### config.mk
export PLATFORM = sky130hd
export DESIGN_NAME = snd_top
export DESIGN_NICKNAME = d
export VERILOG_FILES = /design/src/verilog/snd_pkg.sv /design/src/verilog/snd_latch.sv /design/src/verilog/snd_seq.sv /design/src/verilog/snd_psg.sv /design/src/verilog/snd_mix.sv /design/src/verilog/snd_top.sv
export VERILOG_INCLUDE_DIRS = /design/src /design/src/verilog
export SDC_FILE = /design/constraint.sdc
export NUM_CORES = 1
export LEC_CHECK = 0
export BUFFER_PORTS_ARGS = -buffer_cell sky130_fd_sc_hd__clkbuf_2
export CAP_MARGIN = 20
export CORE_MARGIN = 1
export CORE_UTILIZATION = 45
export DETAILED_ROUTE_END_ITERATION = 10
export MAX_ROUTING_LAYER = met4
export PLACE_DENSITY = 0.71
export SLEW_MARGIN = 20
export SYNTH_ARGS = -nofsm -noshare
export SYNTH_HDL_FRONTEND = slang
export SYNTH_SLANG_ARGS = --single-unit
### constraint.sdc
create_clock -name clk -period 2.2 [get_ports clk]
set_input_delay 0.33 -clock clk [delete_from_list [all_inputs] [get_ports clk]]
set_output_delay 0.33 -clock clk [all_outputs]
set_load 0.1 [all_outputs]
### src/verilog/snd_params.svh
`ifndef SND_PARAMS_SVH
`define SND_PARAMS_SVH

// sound rom port
`define SND_ROM_AW 15

// script window, a command byte selects one slot
`define SND_SCRIPT_SHIFT 4
`define SND_SCRIPT_BYTES 16

// opcode that terminates a script
`define SND_END_OP 8'hFF

// mixed output width
`define SND_OUT_W 9

`endif

### src/verilog/snd_pkg.sv
`default_nettype none

`include "snd_params.svh"

package snd_pkg;

    typedef logic [7:0]             snd_byte_t;     // cpu latch / rom byte
    typedef logic [`SND_ROM_AW-1:0] rom_addr_t;     // 32K sound rom
    typedef logic [3:0]             psg_reg_t;      // generator register index
    typedef logic [11:0]            tone_period_t;  // fine + coarse
    typedef logic [9:0]             psg_sound_t;    // one generator, 3 channels summed
    typedef logic [`SND_OUT_W-1:0]  snd_out_t;      // after saturation

    // register write, shared by both generators
    typedef struct packed {
        logic      wr;      // one clk strobe
        logic      chip;    // 0 or 1
        psg_reg_t  addr;
        snd_byte_t data;
    } psg_wr_t;

    // script walker
    typedef enum logic [2:0] {
        IDLE,
        FETCH_OP,
        FETCH_DATA,
        WRITE,
        DONE
    } seq_state_t;

endpackage

`default_nettype wire

### src/verilog/snd_latch.sv
`timescale 1ns/1ps
`default_nettype none

module snd_latch (
    input  wire                 clk,
    input  wire                 rst,
    input  wire snd_pkg::snd_byte_t main_dout,
    input  wire                 main_latch0_cs,
    input  wire                 main_latch1_cs,
    input  wire                 cmd_take,
    output snd_pkg::snd_byte_t  cmd,
    output snd_pkg::snd_byte_t  param,
    output logic                cmd_pending
);
    import snd_pkg::*;

    // command bytes, written straight from the main cpu bus
    always_ff @(posedge clk) begin
        if (main_latch0_cs)
            cmd <= main_dout;
        if (main_latch1_cs)
            param <= main_dout;   // script parameter
    end

    // pending flag
    // a new write wins over a take in the same cycle
    always_ff @(posedge clk) begin
        if (rst) begin
            cmd_pending <= 1'b0;
        end else if (main_latch0_cs) begin
            cmd_pending <= 1'b1;  // re-arm, old command is overwritten
        end else if (cmd_take) begin
            cmd_pending <= 1'b0;
        end
    end

    // sequencer only takes what is waiting here
    a_take_pending: assert property (
        @(posedge clk) disable iff (rst)
        cmd_take |-> cmd_pending
    );

endmodule

`default_nettype wire

### src/verilog/snd_seq.sv
`timescale 1ns/1ps
`default_nettype none

`include "snd_params.svh"

module snd_seq (
    input  wire                 clk,
    input  wire                 rst,
    input  wire                 cen3,
    input  wire snd_pkg::snd_byte_t cmd,
    input  wire snd_pkg::snd_byte_t param,
    input  wire                 cmd_pending,
    output logic                cmd_take,
    output logic                rom_cs,
    output snd_pkg::rom_addr_t  rom_addr,
    input  wire snd_pkg::snd_byte_t rom_data,
    input  wire                 rom_ok,
    output snd_pkg::psg_wr_t    psg_wr
);
    import snd_pkg::*;

    localparam int OFS_W = $clog2(`SND_SCRIPT_BYTES);

    seq_state_t       state;
    logic [OFS_W-1:0] offset;     // byte within the script window
    logic             win_end;    // last pair of the window fetched
    logic             wr_q;
    snd_byte_t        cur_cmd;    // command of the running script
    snd_byte_t        op_q;
    snd_byte_t        data_q;
    logic             byte_in;    // rom answered this cen3

    // only sampled on cen3
    assign byte_in  = rom_cs && rom_ok;
    assign cmd_take = cen3 && (state == IDLE) && cmd_pending;

    // script base + running offset
    assign rom_addr = (rom_addr_t'(cur_cmd) << `SND_SCRIPT_SHIFT) | rom_addr_t'(offset);

    always_ff @(posedge clk) begin
        if (rst) begin
            state   <= IDLE;
            rom_cs  <= 1'b0;
            offset  <= '0;
            win_end <= 1'b0;
            wr_q    <= 1'b0;
        end else begin
            wr_q <= 1'b0;  // single clk strobe
            if (cen3) begin
                case (state)
                    IDLE: if (cmd_pending) begin
                        state   <= FETCH_OP;
                        offset  <= '0;
                        win_end <= 1'b0;
                    end
                    FETCH_OP: begin
                        if (!rom_cs) begin
                            rom_cs <= 1'b1;      // request opcode
                        end else if (byte_in) begin
                            rom_cs <= 1'b0;
                            offset <= offset + 1'b1;
                            state  <= (rom_data == `SND_END_OP) ? DONE : FETCH_DATA;
                        end
                    end
                    FETCH_DATA: begin
                        if (!rom_cs) begin
                            rom_cs <= 1'b1;      // request data byte
                        end else if (byte_in) begin
                            rom_cs  <= 1'b0;
                            offset  <= offset + 1'b1;
                            win_end <= (offset == OFS_W'(`SND_SCRIPT_BYTES - 1));
                            state   <= WRITE;
                        end
                    end
                    WRITE: begin
                        wr_q  <= 1'b1;
                        state <= win_end ? DONE : FETCH_OP;  // window exhausted
                    end
                    DONE:    state <= IDLE;
                    default: state <= IDLE;
                endcase
            end
        end
    end

    // opcode and data of the current pair
    always_ff @(posedge clk) begin
        if (cmd_take)
            cur_cmd <= cmd;
        if (cen3 && byte_in && state == FETCH_OP)
            op_q <= rom_data;
        if (cen3 && byte_in && state == FETCH_DATA)
            data_q <= op_q[4] ? param : rom_data;  // bit 4 picks latch 1
    end

    assign psg_wr.wr   = wr_q;
    assign psg_wr.chip = op_q[6];
    assign psg_wr.addr = op_q[3:0];
    assign psg_wr.data = data_q;

    // rom request held through a stall
    a_addr_stable: assert property (
        @(posedge clk) disable iff (rst)
        rom_cs && !rom_ok |=> $stable(rom_addr)
    );

    a_wr_pulse: assert property (
        @(posedge clk) disable iff (rst)
        psg_wr.wr |=> !psg_wr.wr
    );

endmodule

`default_nettype wire

### src/verilog/snd_psg.sv
`timescale 1ns/1ps
`default_nettype none

module snd_psg (
    input  wire                 clk,
    input  wire                 rst,
    input  wire                 cen,
    input  wire                 wr_en,
    input  wire snd_pkg::psg_wr_t wr,
    output snd_pkg::psg_sound_t sound
);
    import snd_pkg::*;

    localparam int NREG = 11;   // tone 0..5, enable 7, volume 8..10

    snd_byte_t  regs [NREG];
    logic [2:0] chan_on;        // square bit after tone disable
    psg_sound_t chan_lvl [3];
    psg_sound_t level;

    // register file, 6 is unused here (noise period)
    always_ff @(posedge clk) begin
        if (rst) begin
            for (int i = 0; i < NREG; i++)
                regs[i] <= '0;
        end else if (wr_en && wr.wr && wr.addr < 4'(NREG)) begin
            regs[wr.addr] <= wr.data;
        end
    end

    for (genvar n = 0; n < 3; n++) begin : g_chan
        tone_period_t period;
        tone_period_t cnt;
        logic         tone_q;

        assign period = {regs[2*n+1][3:0], regs[2*n]};  // coarse:fine

        always_ff @(posedge clk) begin
            if (rst) begin
                cnt    <= '0;
                tone_q <= 1'b0;
            end else if (cen) begin
                if (cnt >= period) begin
                    cnt    <= '0;
                    tone_q <= ~tone_q;   // half period done
                end else begin
                    cnt <= cnt + 1'b1;
                end
            end
        end

        // disabled channel sits high
        assign chan_on[n]  = tone_q | regs[7][n];
        assign chan_lvl[n] = chan_on[n] ? psg_sound_t'({regs[8+n][3:0], 4'b0000}) : '0;
    end

    always_comb begin
        level = chan_lvl[0] + chan_lvl[1] + chan_lvl[2];  // max 720, fits
    end

    always_ff @(posedge clk) begin
        if (rst)
            sound <= '0;
        else if (cen)
            sound <= level;
    end

endmodule

`default_nettype wire

### src/verilog/snd_mix.sv
`timescale 1ns/1ps
`default_nettype none

`include "snd_params.svh"

module snd_mix (
    input  wire                 clk,
    input  wire                 rst,
    input  wire                 cen,
    input  wire snd_pkg::psg_sound_t sound0,
    input  wire snd_pkg::psg_sound_t sound1,
    output snd_pkg::snd_out_t   snd
);
    import snd_pkg::*;

    logic [$bits(psg_sound_t):0] sum;   // one guard bit

    assign sum = {1'b0, sound0} + {1'b0, sound1};

    // saturate instead of wrapping
    always_ff @(posedge clk) begin
        if (rst)
            snd <= '0;
        else if (cen)
            snd <= (sum > (2**`SND_OUT_W - 1)) ? '1 : sum[`SND_OUT_W-1:0];
    end

endmodule

`default_nettype wire

### src/verilog/snd_top.sv
`timescale 1ns/1ps
`default_nettype none

module snd_top (
    input  wire                 clk,
    input  wire                 rst,
    input  wire                 cen3,      // 3 MHz
    input  wire                 cen1p5,    // 1.5 MHz, every 2nd cen3
    input  wire snd_pkg::snd_byte_t main_dout,
    input  wire                 main_latch0_cs,
    input  wire                 main_latch1_cs,
    output wire                 rom_cs,
    output wire snd_pkg::rom_addr_t rom_addr,
    input  wire snd_pkg::snd_byte_t rom_data,
    input  wire                 rom_ok,
    output wire snd_pkg::snd_out_t  snd
);
    import snd_pkg::*;

    snd_byte_t  cmd;
    snd_byte_t  param;
    logic       cmd_pending;
    logic       cmd_take;
    psg_wr_t    psg_wr;     // one bus, both chips
    psg_sound_t sound0;
    psg_sound_t sound1;

    snd_latch u_latch (
        .clk            (clk),
        .rst            (rst),
        .main_dout      (main_dout),
        .main_latch0_cs (main_latch0_cs),
        .main_latch1_cs (main_latch1_cs),
        .cmd_take       (cmd_take),
        .cmd            (cmd),
        .param          (param),
        .cmd_pending    (cmd_pending)
    );

    snd_seq u_seq (
        .clk         (clk),
        .rst         (rst),
        .cen3        (cen3),
        .cmd         (cmd),
        .param       (param),
        .cmd_pending (cmd_pending),
        .cmd_take    (cmd_take),
        .rom_cs      (rom_cs),
        .rom_addr    (rom_addr),
        .rom_data    (rom_data),
        .rom_ok      (rom_ok),
        .psg_wr      (psg_wr)
    );

    snd_psg u_psg0 (
        .clk   (clk),
        .rst   (rst),
        .cen   (cen1p5),
        .wr_en (psg_wr.chip == 1'b0),  // chip 0
        .wr    (psg_wr),
        .sound (sound0)
    );

    snd_psg u_psg1 (
        .clk   (clk),
        .rst   (rst),
        .cen   (cen1p5),
        .wr_en (psg_wr.chip == 1'b1),  // chip 1
        .wr    (psg_wr),
        .sound (sound1)
    );

    snd_mix u_mix (
        .clk    (clk),
        .rst    (rst),
        .cen    (cen1p5),
        .sound0 (sound0),
        .sound1 (sound1),
        .snd    (snd)
    );

endmodule

`default_nettype wire

# Word level (Yosys, flattened, before mapping)
# Memory sizes are Yosys's and may differ from the RTL's.
# Index checks and enable logic that the tools add are counted.
dict set report word_totals {
  regBits 157
  mem_bits_rw 176
  input_bits 23
  output_inout_bits 25
  word_cells 152
  memories 2
}
dict set report op_classes {
  n_addsub 12
  magnitude_cmp 8
  n_eq_ne 12
  n_mux 49
  bitwise 15
  reduce_logical 28
}
# name depth width rd rd_clocked_by_memory_dff write_ports line_no
set memory_table {}
lappend memory_table {u_psg0.regs 11 8 10 0 11 snd_psg.sv:16} ;# snd_byte_t regs [NREG];
lappend memory_table {u_psg1.regs 11 8 10 0 11 snd_psg.sv:16}
# cell n
set ops {}
lappend ops {{$add A12 B1 Y12 const B} 6}
lappend ops {{$ge A12 B12 Y1} 6}
lappend ops {{$mux W12} 6}
lappend ops {{$mux W8} 9}
lappend ops {{$add A10 B10 Y10} 4}
lappend ops {{$mux W3} 7}
lappend ops {{$mux W4} 5}
lappend ops {{$mux W1} 18}
lappend ops {{$reduce_or A8 Y1} 2}
lappend ops {{$reduce_and A2 Y1} 7}
lappend ops {{$ne A2 B1 Y1 const B} 6}
lappend ops {{$or A12 B4 Y12} 1}
lappend ops {{$pmux W3 S4} 1}
lappend ops {{$add A10 B10 Y11} 1}
lappend ops {{$gt A11 B9 Y1 const B} 1}
lappend ops {{$logic_and A1 B1 Y1} 10}
lappend ops {{$reduce_and A5 Y1} 2}
lappend ops {{$mux W9} 1}
lappend ops {{$eq A8 B8 Y1 const B} 1}
lappend ops {{$not A1 Y1} 8}
lappend ops {{$pmux W4 S2} 1}
lappend ops {{$eq A3 B2 Y1 const B} 2}
lappend ops {{$or A1 B1 Y1} 6}
lappend ops {{$reduce_and A6 Y1} 1}
lappend ops {{other kinds (9)} 12}

# Longest topological paths before layout
# Gate-level depths: netlist of run 1.
dict set report depth {
  ltp_word 8
  mapped_depth 9
}

# Cells and area by module
# From an unflattened synthesis of run 1, not the netlist that was laid out.
dict set report unflattened {
  cells_unflattened 1250
  area_unflattened_um2 13153.9
}
# module instances cells_each area_per_inst_um2 seq_area_each_um2
set modules_own_cells {}
lappend modules_own_cells {{snd_psg at u_psg0} 1 505 5246.3 2392.3}
lappend modules_own_cells {{snd_psg at u_psg1} 1 515 5101.1 2392.3}
lappend modules_own_cells {snd_seq 1 113 1421.4 860.8}
lappend modules_own_cells {snd_mix 1 96 862.1 180.2}
lappend modules_own_cells {snd_latch 1 20 519.2 500.5}
lappend modules_own_cells {snd_top 1 1 3.8 0.0}

# Worst setup path before layout of run 1
# Ideal clock, no wire load.
dict set report synth_path {
  path_type {reg-to-reg}
  startpoint {register u_seq.rom_cs}
  endpoint {register u_seq.win_end}
  setup_time_ps 71
  t_arrival_ps 2464
  t_required_ps 2129
  path_slack_ps -335
  stages_incl_launch_ff 5
  path_buffers 0
  synth_period_minus_slack_ps 2535
  cell_sequence {dfxtp_1 > nand2_1 > nor4_1 > nand4_1 > a21oi_1}
}
dict set report synth_between {
  elab_chain_cells 3
  word_cells_on_any_way 4
}
# element line_no
set synth_rtl {}
lappend synth_rtl {{start, declared} snd_seq.sv:14} ;# output logic rom_cs,
lappend synth_rtl {{start signal, assigned} snd_seq.sv:43} ;# rom_cs <= 1'b0;
lappend synth_rtl {{start signal, assigned} snd_seq.sv:58} ;# rom_cs <= 1'b1;
lappend synth_rtl {{start signal, assigned} snd_seq.sv:60} ;# rom_cs <= 1'b0;
lappend synth_rtl {{$logic_and A1 B1 Y1} snd_seq.sv:34} ;# assign byte_in = rom_cs && rom_ok;
lappend synth_rtl {{$ne A2 B1 Y1 (no line)} n/a}
lappend synth_rtl {{$reduce_and A5 Y1 (no line) *} n/a}
lappend synth_rtl {{end signal, assigned} snd_seq.sv:71} ;# win_end <= (offset == OFS_W'(`SND_SCRIPT_BYTES - 1));
lappend synth_rtl {{end, declared} snd_seq.sv:26} ;# logic win_end;
# Every way passes the cells marked *; elsewhere a longest branch is shown, timed or not.
# A chain may end at the register's enable or synchronous reset.

==> results of run 1 <==
[cell families (layout without fill, tap and decap cells)]
| group | Yosys count | in the layout | synth area share (%) |
|---|---|---|---|
| multiplexers | 23 | 23 | 1.99 |
| AND/OR/NAND/NOR | 482 | 482 | 18.8 |
| XOR/XNOR | 63 | 63 | 4.49 |
| other | 1 | 3 | 0.0305 |
| flip-flops | 247 | 247 | 51.0 |
| AO/OA/AOI/OAI | 144 | 144 | 8.08 |
| buffers and inverters | 142 | 250 | 4.56 |
| adder cells (fa/ha/maj) | 102 | 102 | 11.1 |
[worst min path at each step]
stage,end,slack (ps),from
after global routing,u_seq.op_q[6]$_DFFE_PP_,4,rom_data[6]
after CTS,u_seq.op_q[6]$_DFFE_PP_,1,rom_data[6]
after detailed placement,u_seq.cur_cmd[4]$_DFFE_PP_,410,u_latch.cmd[4]$_DFFE_PP_
final,u_seq.op_q[6]$_DFFE_PP_,20,rom_data[6]
after floorplan,u_seq.cur_cmd[0]$_DFFE_PP_,400,u_latch.cmd[0]$_DFFE_PP_
after global placement,u_seq.cur_cmd[2]$_DFFE_PP_,400,u_latch.cmd[2]$_DFFE_PP_
[worst register-to-register path: stages (launching register included)]
cell and delay, ps:
sky130_fd_sc_hd__edfxtp_1 420, sky130_fd_sc_hd__o21ai_2 80, sky130_fd_sc_hd__fa_1 530, sky130_fd_sc_hd__inv_1 50, sky130_fd_sc_hd__ha_2 190, sky130_fd_sc_hd__fa_2 360
sky130_fd_sc_hd__a21oi_2 160, sky130_fd_sc_hd__nor3_2 50, sky130_fd_sc_hd__a21oi_1 130, sky130_fd_sc_hd__nor2_1 50
[final cells by class]
class                   count  area share, %
clock inverters            14           1.10
clock buffers              36           4.98
flip-flops and latches    247           44.1
inverters                 100           2.64
multi-input cells         817           39.4
well taps                 341           3.00
repair buffers            100           4.82
[Yosys cell counts (2+ instances only)]
library cell                instances  area, um^2
sky130_fd_sc_hd__a32oi_1            4        35.0
sky130_fd_sc_hd__buf_1              7        26.3
sky130_fd_sc_hd__a2111oi_0          2        17.5
sky130_fd_sc_hd__buf_2              4        20.0
sky130_fd_sc_hd__nand2_1           96         360
sky130_fd_sc_hd__nor2b_1           19         119
sky130_fd_sc_hd__nand2b_1          13        81.3
sky130_fd_sc_hd__a2111o_1           4        45.0
sky130_fd_sc_hd__nand3b_1           2        15.0
sky130_fd_sc_hd__nand3_1           35         175
sky130_fd_sc_hd__a211oi_1           9        67.6
sky130_fd_sc_hd__nor4b_1            4        35.0
sky130_fd_sc_hd__a21o_1            15         113
sky130_fd_sc_hd__edfxtp_1         132        3960
sky130_fd_sc_hd__xnor2_1           23         201
sky130_fd_sc_hd__xor2_1            40         350
sky130_fd_sc_hd__and2_1             5        31.3
sky130_fd_sc_hd__inv_1             99         372
sky130_fd_sc_hd__buf_4              6        45.0
sky130_fd_sc_hd__mux2_2            12         135
sky130_fd_sc_hd__and3_1            34         213
sky130_fd_sc_hd__nand4_1           46         288
sky130_fd_sc_hd__dfxtp_1          115        2300
sky130_fd_sc_hd__nor2_1           148         556
sky130_fd_sc_hd__fa_1              11         220
sky130_fd_sc_hd__and4_1             2        17.5
sky130_fd_sc_hd__clkbuf_1          25        93.8
sky130_fd_sc_hd__nor3_1            68         340
sky130_fd_sc_hd__o21ai_0           29         145
sky130_fd_sc_hd__o2111ai_1          3        26.3
sky130_fd_sc_hd__nor4_1             4        25.0
sky130_fd_sc_hd__o21ai_1            2        10.0
sky130_fd_sc_hd__a21oi_1           45         225
sky130_fd_sc_hd__a311oi_1           3        26.3
sky130_fd_sc_hd__a31oi_2            4        50.1
sky130_fd_sc_hd__ha_1              91        1140
sky130_fd_sc_hd__o211ai_1           4        30.0
sky130_fd_sc_hd__o21a_1             6        45.0
sky130_fd_sc_hd__mux2i_1           11         110
sky130_fd_sc_hd__o21bai_1           3        22.5
[report_power, final]
part	internal [mW]	switching [mW]
clock network	2.62	1.81
registers	4.99	0.0821
logic	0.214	0.476
[registers in the layout (all words and copies together) (netlist names), 3 cells and up]
register	cells
u_mix.snd	6
u_latch.param	8
u_psg0.g_chan.tone_q	3
u_psg0.g_chan.cnt	36
u_psg1.regs	51
u_seq.op_q	6
u_seq.cur_cmd	8
u_psg0.regs	51
u_psg1.sound	6
u_seq.data_q	8
u_psg1.g_chan.tone_q	3
u_seq.state	3
u_latch.cmd	8
u_seq.offset	4
u_psg1.g_chan.cnt	36
u_psg0.sound	6
[repair_timing]
item | in CTS | in global routing
setup endpoints to repair | 14 | 23
gates cloned | 0 | 0
pin swaps | 4 | 9
resized for setup | 19 | 38
buffers inserted | 2 | 1
endpoints found under the hold margin | 19 | 0
hold buffers | 11 | 0
[per-stage QoR]
stage	std cells	worst slack, ps	TNS, ps	total power, mW	util [%]
after CTS	1654	0.856	0	10.3	52.6
after floorplan	1206	55.0	0	5.65	-
after global placement	1591	9.11	0	5.81	48.8
final	1655	45.7	0	10.2	53.0
after detailed placement	1591	-57.0	-302	5.83	48.8
after global routing	1655	-49.4	-121	10.5	53.0
[layer usage]
metal | wire [um] | vias up | GRT usage, %
li1 | - | 4427 | -
met1 | 11700 | 4254 | 24.2
met2 | 12000 | 193 | 30.7
met3 | 1240 | 39 | 2.67
met4 | 482 | 0 | 4.67
met5 | 0 | - | -
==> report_table.html, run 1 <==
<table>
<tr><th>Metric</th><th>Value</th></tr>
<tr><th colspan="2">Setup path</th></tr>
<tr><td>Flop2flop setup slack</td><td>roughly 46 ps</td></tr>
<tr><td>Series of cell instances along the critical path</td><td>o21ai_2 -&gt; fa_1 -&gt; inv_1 -&gt; ha_2 -&gt; fa_2 -&gt; a21oi_2 -&gt; nor3_2 -&gt; a21oi_1 -&gt; nor2_1</td></tr>
<tr><td>Beginning of the critical path</td><td>u_psg1.regs[7][2]$_SDFFCE_PN0P_</td></tr>
<tr><td>Number of cells on the critical path</td><td>9</td></tr>
<tr><td>Combined buffer and inverter count along the critical path</td><td>1</td></tr>
<tr><td>Endpoint of the worst-slack reg-to-reg timing path</td><td>u_psg1.sound[9]$_SDFFE_PP0P_</td></tr>
<tr><td>Kind of start point of the critical path</td><td>register</td></tr>
<tr><td>Data arrival time of the critical path</td><td>about 2600 ps</td></tr>
<tr><td>Max stage delay on crit path</td><td>about 530 ps</td></tr>
<tr><td>Setup crit end kind</td><td>register</td></tr>
<tr><td>Req. time, crit path</td><td>between 2000 and 3000 ps</td></tr>
<tr><td>Crit path to</td><td>u_psg1.sound[9]$_SDFFE_PP0P_</td></tr>
<tr><td>Setup CP Type</td><td>reg2reg</td></tr>
<tr><td>Critical path peak fanout</td><td>4</td></tr>
<tr><td>Worst R2R Path Depth</td><td>9</td></tr>
<tr><td>Critical-path top delay cell</td><td>sky130_fd_sc_hd__fa_1</td></tr>
<tr><td>Kind of cell adding the most delay to the critical path</td><td>adder cells</td></tr>
<tr><td>Reg-to-reg startpoint</td><td>u_psg1.regs[7][2]$_SDFFCE_PN0P_</td></tr>
<tr><th colspan="2">Placed design</th></tr>
<tr><td>Detail Placement HPWL</td><td>between 15000 and 20000 um</td></tr>
<tr><td>Cell area after placement</td><td>approximately 13000 um^2</td></tr>
<tr><td>RD Place Congestion</td><td>between 0.8 and 0.9</td></tr>
<tr><td>Number of buffers added on ports</td><td>44</td></tr>
<tr><th colspan="2">Timing</th></tr>
<tr><td>Max transition margin</td><td>between 60 and 70%</td></tr>
<tr><td>Setup Skew</td><td>13.4 ps</td></tr>
<tr><td>Unrepaired setup endpoints after global routing</td><td>yes</td></tr>
<tr><td>Timing-limited maximum frequency</td><td>between 400 and 500 MHz</td></tr>
<tr><td>Final hold vios</td><td>0</td></tr>
<tr><td>Fin crit period</td><td>2150 ps</td></tr>
<tr><td>Final cycle utilization of the critical path</td><td>around 100%</td></tr>
<tr><td>Worst-Margin Slew</td><td>about 580 ps</td></tr>
<tr><td>Final setup fails</td><td>0</td></tr>
<tr><td>Smallest hold slack</td><td>roughly 23 ps</td></tr>
<tr><td>Fin. max-slew vios</td><td>0</td></tr>
<tr><th colspan="2">Cells and area</th></tr>
<tr><td>Most frequent standard cell in the layout excluding fill and tap cells</td><td>sky130_fd_sc_hd__nor2_1</td></tr>
<tr><td>Count of nets after finishing</td><td>1418</td></tr>
<tr><td>Filler cells</td><td>~2300</td></tr>
<tr><td>Seq. cell area</td><td>6280 um^2</td></tr>
<tr><td>Commonest cells after routing, fill and taps aside</td><td>148 x sky130_fd_sc_hd__nor2_1, 132 x sky130_fd_sc_hd__edfxtp_1, 107 x sky130_fd_sc_hd__dfxtp_1</td></tr>
<tr><td>Footprint of the multi-input gates</td><td>around 5600 um^2</td></tr>
<tr><td>Area growth from synthesis to layout</td><td>15.8%</td></tr>
<tr><td>Ant diodes</td><td>0</td></tr>
<tr><td>Final cell area excluding filler cells</td><td>approximately 14000 um^2</td></tr>
<tr><td>Fraction of final layout cells with drive strength greater than 1</td><td>between 10 and 15%</td></tr>
<tr><th colspan="2">Run</th></tr>
<tr><td>MaxCap Viol Count</td><td>0</td></tr>
<tr><th colspan="2">CTS</th></tr>
<tr><td>Total clock buffers created by CTS</td><td>27</td></tr>
<tr><td>Clock Path Buffers</td><td>3</td></tr>
<tr><td>Level count of the clock H-tree</td><td>1</td></tr>
<tr><td>Clock-pin slew on the worst setup and hold paths</td><td>60 ps</td></tr>
<tr><td>Clock Tree Root</td><td>sky130_fd_sc_hd__clkbuf_16</td></tr>
<tr><td>Insertion delay to the later sink of the worst-skew pair</td><td>540 ps</td></tr>
<tr><td>Number of sinks handled by clock tree synthesis</td><td>247</td></tr>
<tr><td>TritonCTS clock tree</td><td>built</td></tr>
<tr><th colspan="2">Synth</th></tr>
<tr><td>Post-synth cell types</td><td>a little under 60</td></tr>
<tr><td>Sequential-to-total area share from yosys stat</td><td>51.0%</td></tr>
<tr><td>#FFs+latches synth</td><td>247</td></tr>
<tr><td>Number of flops mapped to enable cells by yosys</td><td>roughly 130</td></tr>
<tr><td>Post-synthesis instance total</td><td>1204</td></tr>
<tr><td>Synthesized cell area</td><td>roughly 12000 um^2</td></tr>
<tr><td>Mean cell area of the mapped netlist</td><td>10.2 um^2</td></tr>
<tr><td>YS warnings</td><td>0</td></tr>
<tr><td>Primary FF master, synth</td><td>sky130_fd_sc_hd__edfxtp_1</td></tr>
<tr><td>Share of flip-flops with an asynchronous set or reset</td><td>0%</td></tr>
<tr><th colspan="2">Pwr</th></tr>
<tr><td>Power density normalized to cell area</td><td>slightly above 700 nW/um^2</td></tr>
<tr><td>VDD IR-drop max</td><td>a little over 0.0007 V</td></tr>
<tr><td>Leakage power</td><td>5.81 nW</td></tr>
<tr><th colspan="2">Routing</th></tr>
<tr><td>DRC violations left</td><td>0</td></tr>
<tr><td>Overall via count from detail_route</td><td>~9000</td></tr>
<tr><td>Iter 0 DRT Violations</td><td>687</td></tr>
<tr><td>Residual antenna-violating net count after detailed routing</td><td>0</td></tr>
<tr><td>Routed length per instance</td><td>~15 um</td></tr>
<tr><td>Wire length reported by the detailed router</td><td>between 20000 and 30000 um</td></tr>
<tr><td>Detailed-router iteration count before antenna repair</td><td>5</td></tr>
<tr><td>Routed via count divided by cell count</td><td>approximately 5.4</td></tr>
<tr><th colspan="2">Worst hold path</th></tr>
<tr><td>Kind of path behind the tightest hold check</td><td>in2reg</td></tr>
<tr><td>Worst hold path depth</td><td>1</td></tr>
<tr><th colspan="2">Global route</th></tr>
<tr><td>Aggregate global-route resource usage</td><td>18.7%</td></tr>
<tr><td>First-pass GRT wire length</td><td>about 42000 um</td></tr>
<tr><td>Via count of the first global-routing pass</td><td>roughly 8600</td></tr>
<tr><td>Total gr overflow</td><td>0</td></tr>
<tr><td>Initial antenna violation count</td><td>0</td></tr>
<tr><td>Largest net degree at the start of global routing</td><td>55</td></tr>
<tr><th colspan="2">Die</th></tr>
<tr><td>Core region area</td><td>26900 um^2</td></tr>
<tr><td>Starting Density</td><td>a little under half</td></tr>
<tr><td># rows</td><td>60</td></tr>
<tr><td>X dimension of the die</td><td>167 um</td></tr>
<tr><td>Area of the die</td><td>28000 um^2</td></tr>
<tr><td>I/O pins</td><td>48</td></tr>
<tr><td>Height of the die</td><td>~170 um</td></tr>
<tr><th colspan="2">Outcome</th></tr>
<tr><td>Run status</td><td>complete, no violations</td></tr>
</table>
(Power assumes the default switching activity.)
==> inputs of run 2 (changes only) <==
- PLACE_DENSITY: 0.71 -> 0.69
- clock period: 2.2 -> 2.45 ns (I/O delays scaled with it)
==> report_table.html, run 2 (synthesized netlist as in run 1, its figures left out) <==
<table>
<tr><th>Metric</th><th>Value</th></tr>
<tr><th colspan="2">Outcome</th></tr>
<tr><td>Run status</td><td>complete, no violations (unchanged)</td></tr>
<tr><th colspan="2">Cells and area</th></tr>
<tr><td>Commonest cells after routing, fill and taps aside</td><td>148 x sky130_fd_sc_hd__nor2_1, 132 x sky130_fd_sc_hd__edfxtp_1, 114 x sky130_fd_sc_hd__dfxtp_1 (was 148 x sky130_fd_sc_hd__nor2_1, 132 x sky130_fd_sc_hd__edfxtp_1, 107 x sky130_fd_sc_hd__dfxtp_1)</td></tr>
<tr><td>Biggest regs</td><td>u_psg0.regs x51, u_psg1.regs x51 (unchanged)</td></tr>
<tr><td>Ant diodes</td><td>0 (unchanged)</td></tr>
<tr><td>Area growth from synthesis to layout</td><td>14.7% (was 15.8%)</td></tr>
<tr><td>Number of standard cells in the final layout excluding fillers</td><td>1643 (was 1655)</td></tr>
<tr><td>Fraction of final layout cells with drive strength greater than 1</td><td>11.3% (was 14.4%)</td></tr>
<tr><td>Count of nets after finishing</td><td>1405 (was 1418)</td></tr>
<tr><td>Filler cells</td><td>2368 (was 2328)</td></tr>
<tr><td>Most frequent standard cell in the layout excluding fill and tap cells</td><td>sky130_fd_sc_hd__nor2_1 (unchanged)</td></tr>
<tr><th colspan="2">Die</th></tr>
<tr><td># rows</td><td>60 (unchanged)</td></tr>
<tr><td>Starting Density</td><td>45.8% (unchanged)</td></tr>
<tr><td>I/O pins</td><td>48 (unchanged)</td></tr>
<tr><td>Area of the die</td><td>28000 um^2 (unchanged)</td></tr>
<tr><td>Height of the die</td><td>167 um (unchanged)</td></tr>
<tr><td>Core region area</td><td>26900 um^2 (unchanged)</td></tr>
<tr><td>X dimension of the die</td><td>167 um (unchanged)</td></tr>
<tr><th colspan="2">Timing</th></tr>
<tr><td>Unrepaired setup endpoints after global routing</td><td>no (was yes)</td></tr>
<tr><td>Timing-limited maximum frequency</td><td>447 MHz (was 464 MHz)</td></tr>
<tr><td>Final setup fails</td><td>0 (unchanged)</td></tr>
<tr><td>Worst-Margin Slew</td><td>593 ps (was 584 ps)</td></tr>
<tr><td>Fin. max-slew vios</td><td>0 (unchanged)</td></tr>
<tr><td>Final hold vios</td><td>0 (unchanged)</td></tr>
<tr><td>Setup Skew</td><td>31.1 ps (was 13.4 ps)</td></tr>
<tr><td>Final cycle utilization of the critical path</td><td>91.3% (was 97.9%)</td></tr>
<tr><td>Max transition margin</td><td>60.1% (was 60.8%)</td></tr>
<tr><td>Accumulated negative setup slack</td><td>0 ps (unchanged)</td></tr>
<tr><td>Smallest hold slack</td><td>21.3 ps (was 22.9 ps)</td></tr>
<tr><td>Final setup margin</td><td>214 ps (was 45.7 ps)</td></tr>
<tr><td>Fin crit period</td><td>2240 ps (was 2150 ps)</td></tr>
<tr><th colspan="2">Global route</th></tr>
<tr><td>Total gr overflow</td><td>0 (unchanged)</td></tr>
<tr><td>Initial antenna violation count</td><td>0 (unchanged)</td></tr>
<tr><td>Via count of the first global-routing pass</td><td>8536 (was 8563)</td></tr>
<tr><td>Largest net degree at the start of global routing</td><td>38 (was 55)</td></tr>
<tr><td>First-pass GRT wire length</td><td>42300 um (was 41700 um)</td></tr>
<tr><td>Aggregate global-route resource usage</td><td>19.2% (was 18.7%)</td></tr>
<tr><th colspan="2">Placed design</th></tr>
<tr><td>RD Place Congestion</td><td>0.864 (was 0.855)</td></tr>
<tr><td>Number of buffers added on ports</td><td>44 (unchanged)</td></tr>
<tr><td>Detail Placement HPWL</td><td>18400 um (was 17800 um)</td></tr>
<tr><td># placed instances</td><td>1582 (was 1591)</td></tr>
<tr><td>Pre-CTS worst setup slack</td><td>168 ps (was -57.0 ps)</td></tr>
<tr><th colspan="2">Pwr</th></tr>
<tr><td>VDD IR-drop max</td><td>0.000569 V (was 0.000714 V)</td></tr>
<tr><td>Power density normalized to cell area</td><td>675 nW/um^2 (was 716 nW/um^2)</td></tr>
<tr><td>Leakage power</td><td>5.79 nW (was 5.81 nW)</td></tr>
<tr><td>Overall Power</td><td>9.51 mW (was 10.2 mW)</td></tr>
<tr><th colspan="2">Setup path</th></tr>
<tr><td>Setup crit end kind</td><td>register (unchanged)</td></tr>
<tr><td>Data arrival time of the critical path</td><td>2640 ps (was 2550 ps)</td></tr>
<tr><td>Setup CP Type</td><td>reg2reg (unchanged)</td></tr>
<tr><td>Critical path peak fanout</td><td>6 (was 4)</td></tr>
<tr><td>Req. time, crit path</td><td>2860 ps (was 2600 ps)</td></tr>
<tr><td>Kind of start point of the critical path</td><td>register (unchanged)</td></tr>
<tr><th colspan="2">Worst hold path</th></tr>
<tr><td>Kind of path behind the tightest hold check</td><td>in2reg (unchanged)</td></tr>
<tr><th colspan="2">Routing</th></tr>
<tr><td>Routed length per instance</td><td>15.7 um (was 15.4 um)</td></tr>
<tr><td>Iter 0 DRT Violations</td><td>672 (was 687)</td></tr>
<tr><td>Detailed-router iteration count before antenna repair</td><td>6 (was 5)</td></tr>
<tr><td>Overall via count from detail_route</td><td>8884 (was 8913)</td></tr>
<tr><td>DRC violations left</td><td>0 (unchanged)</td></tr>
<tr><td>Routed via count divided by cell count</td><td>5.41 (was 5.39)</td></tr>
<tr><td>Residual antenna-violating net count after detailed routing</td><td>0 (unchanged)</td></tr>
<tr><td>Wire length reported by the detailed router</td><td>25800 um (was 25400 um)</td></tr>
<tr><th colspan="2">CTS</th></tr>
<tr><td>Total clock buffers created by CTS</td><td>28 (was 27)</td></tr>
<tr><td>TritonCTS clock tree</td><td>built (unchanged)</td></tr>
<tr><td>Buffer count from post-CTS setup fixing</td><td>0 (was 2)</td></tr>
<tr><td>Clock-pin slew on the worst setup and hold paths</td><td>60 ps (about the same)</td></tr>
<tr><td>Clock Path Buffers</td><td>3 (unchanged)</td></tr>
<tr><td>Clock Tree Root</td><td>sky130_fd_sc_hd__clkbuf_16 (unchanged)</td></tr>
<tr><td>Insertion delay to the later sink of the worst-skew pair</td><td>560 ps (was 540 ps)</td></tr>
<tr><td>Level count of the clock H-tree</td><td>1 (unchanged)</td></tr>
<tr><td>Number of sinks handled by clock tree synthesis</td><td>247 (unchanged)</td></tr>
<tr><th colspan="2">Run</th></tr>
<tr><td>MaxCap Viol Count</td><td>0 (unchanged)</td></tr>
</table>
run 2: report_power, final:
group          internal (mW)  switching, mW  total [mW]
clock network           2.66           1.69        4.35
logic                  0.182          0.427       0.609
registers               4.48         0.0729        4.55
run 2: per-layer routing:
metal | track usage (%) | routed length [um] | up-vias
li1 | - | - | 4394
met3 | 2.88 | 1240 | 55
met1 | 25.1 | 12000 | 4215
met2 | 30.7 | 11700 | 220
met4 | 6.54 | 817 | 0
met5 | - | 0 | -
run 2: area by class of cell:
class	count	area, um^2	share of cell area (%)
clock buffer	34	733	5.20
sequential	247	6270	44.4
inverter	100	375	2.66
timing repair buffer	86	573	4.06
tap	341	427	3.03
multi-input combinational	817	5490	38.9
clock inverter	18	238	1.69
run 2: stage by stage:
stage / cell area (um^2) / util, %
after floorplan: 12300 / -
after global placement: 13000 / 48.5
after detailed placement: 13000 / 48.5
after CTS: 14100 / 52.4
after global routing: 14100 / 52.5
final: 14100 / 52.5
run 2: critical path, stage by stage (launching register included):
cell and delay (ps):
sky130_fd_sc_hd__dfxtp_1 310, sky130_fd_sc_hd__ha_1 220, sky130_fd_sc_hd__inv_1 80, sky130_fd_sc_hd__fa_1 200, sky130_fd_sc_hd__nor2b_1 50, sky130_fd_sc_hd__o21ai_0 160, sky130_fd_sc_hd__or4b_4 490, sky130_fd_sc_hd__a2111oi_4 460
sky130_fd_sc_hd__a211oi_1 140
run 2: repair_timing:
item | CTS | global route
endpoints found under the setup margin | 0 | 7
resized for setup | 0 | 2
hold buffers | 9 | 0
endpoints found under the hold margin | 16 | 0
run 2: path summary, 6_finish.rpt:
kind / end / slack [ps] / start / cells after the start
min reg2reg: u_seq.cur_cmd[6]$_DFFE_PP_ / 420 / u_latch.cmd[6]$_DFFE_PP_ / 0
max reg2reg: u_mix.snd[4]$_SDFFE_PP0P_ / 210 / u_psg0.sound[4]$_SDFFE_PP0P_ / 8
min: u_seq.op_q[1]$_DFFE_PP_ / 20 / rom_data[1] / 1
max: u_mix.snd[4]$_SDFFE_PP0P_ / 210 / u_psg0.sound[4]$_SDFFE_PP0P_ / 8
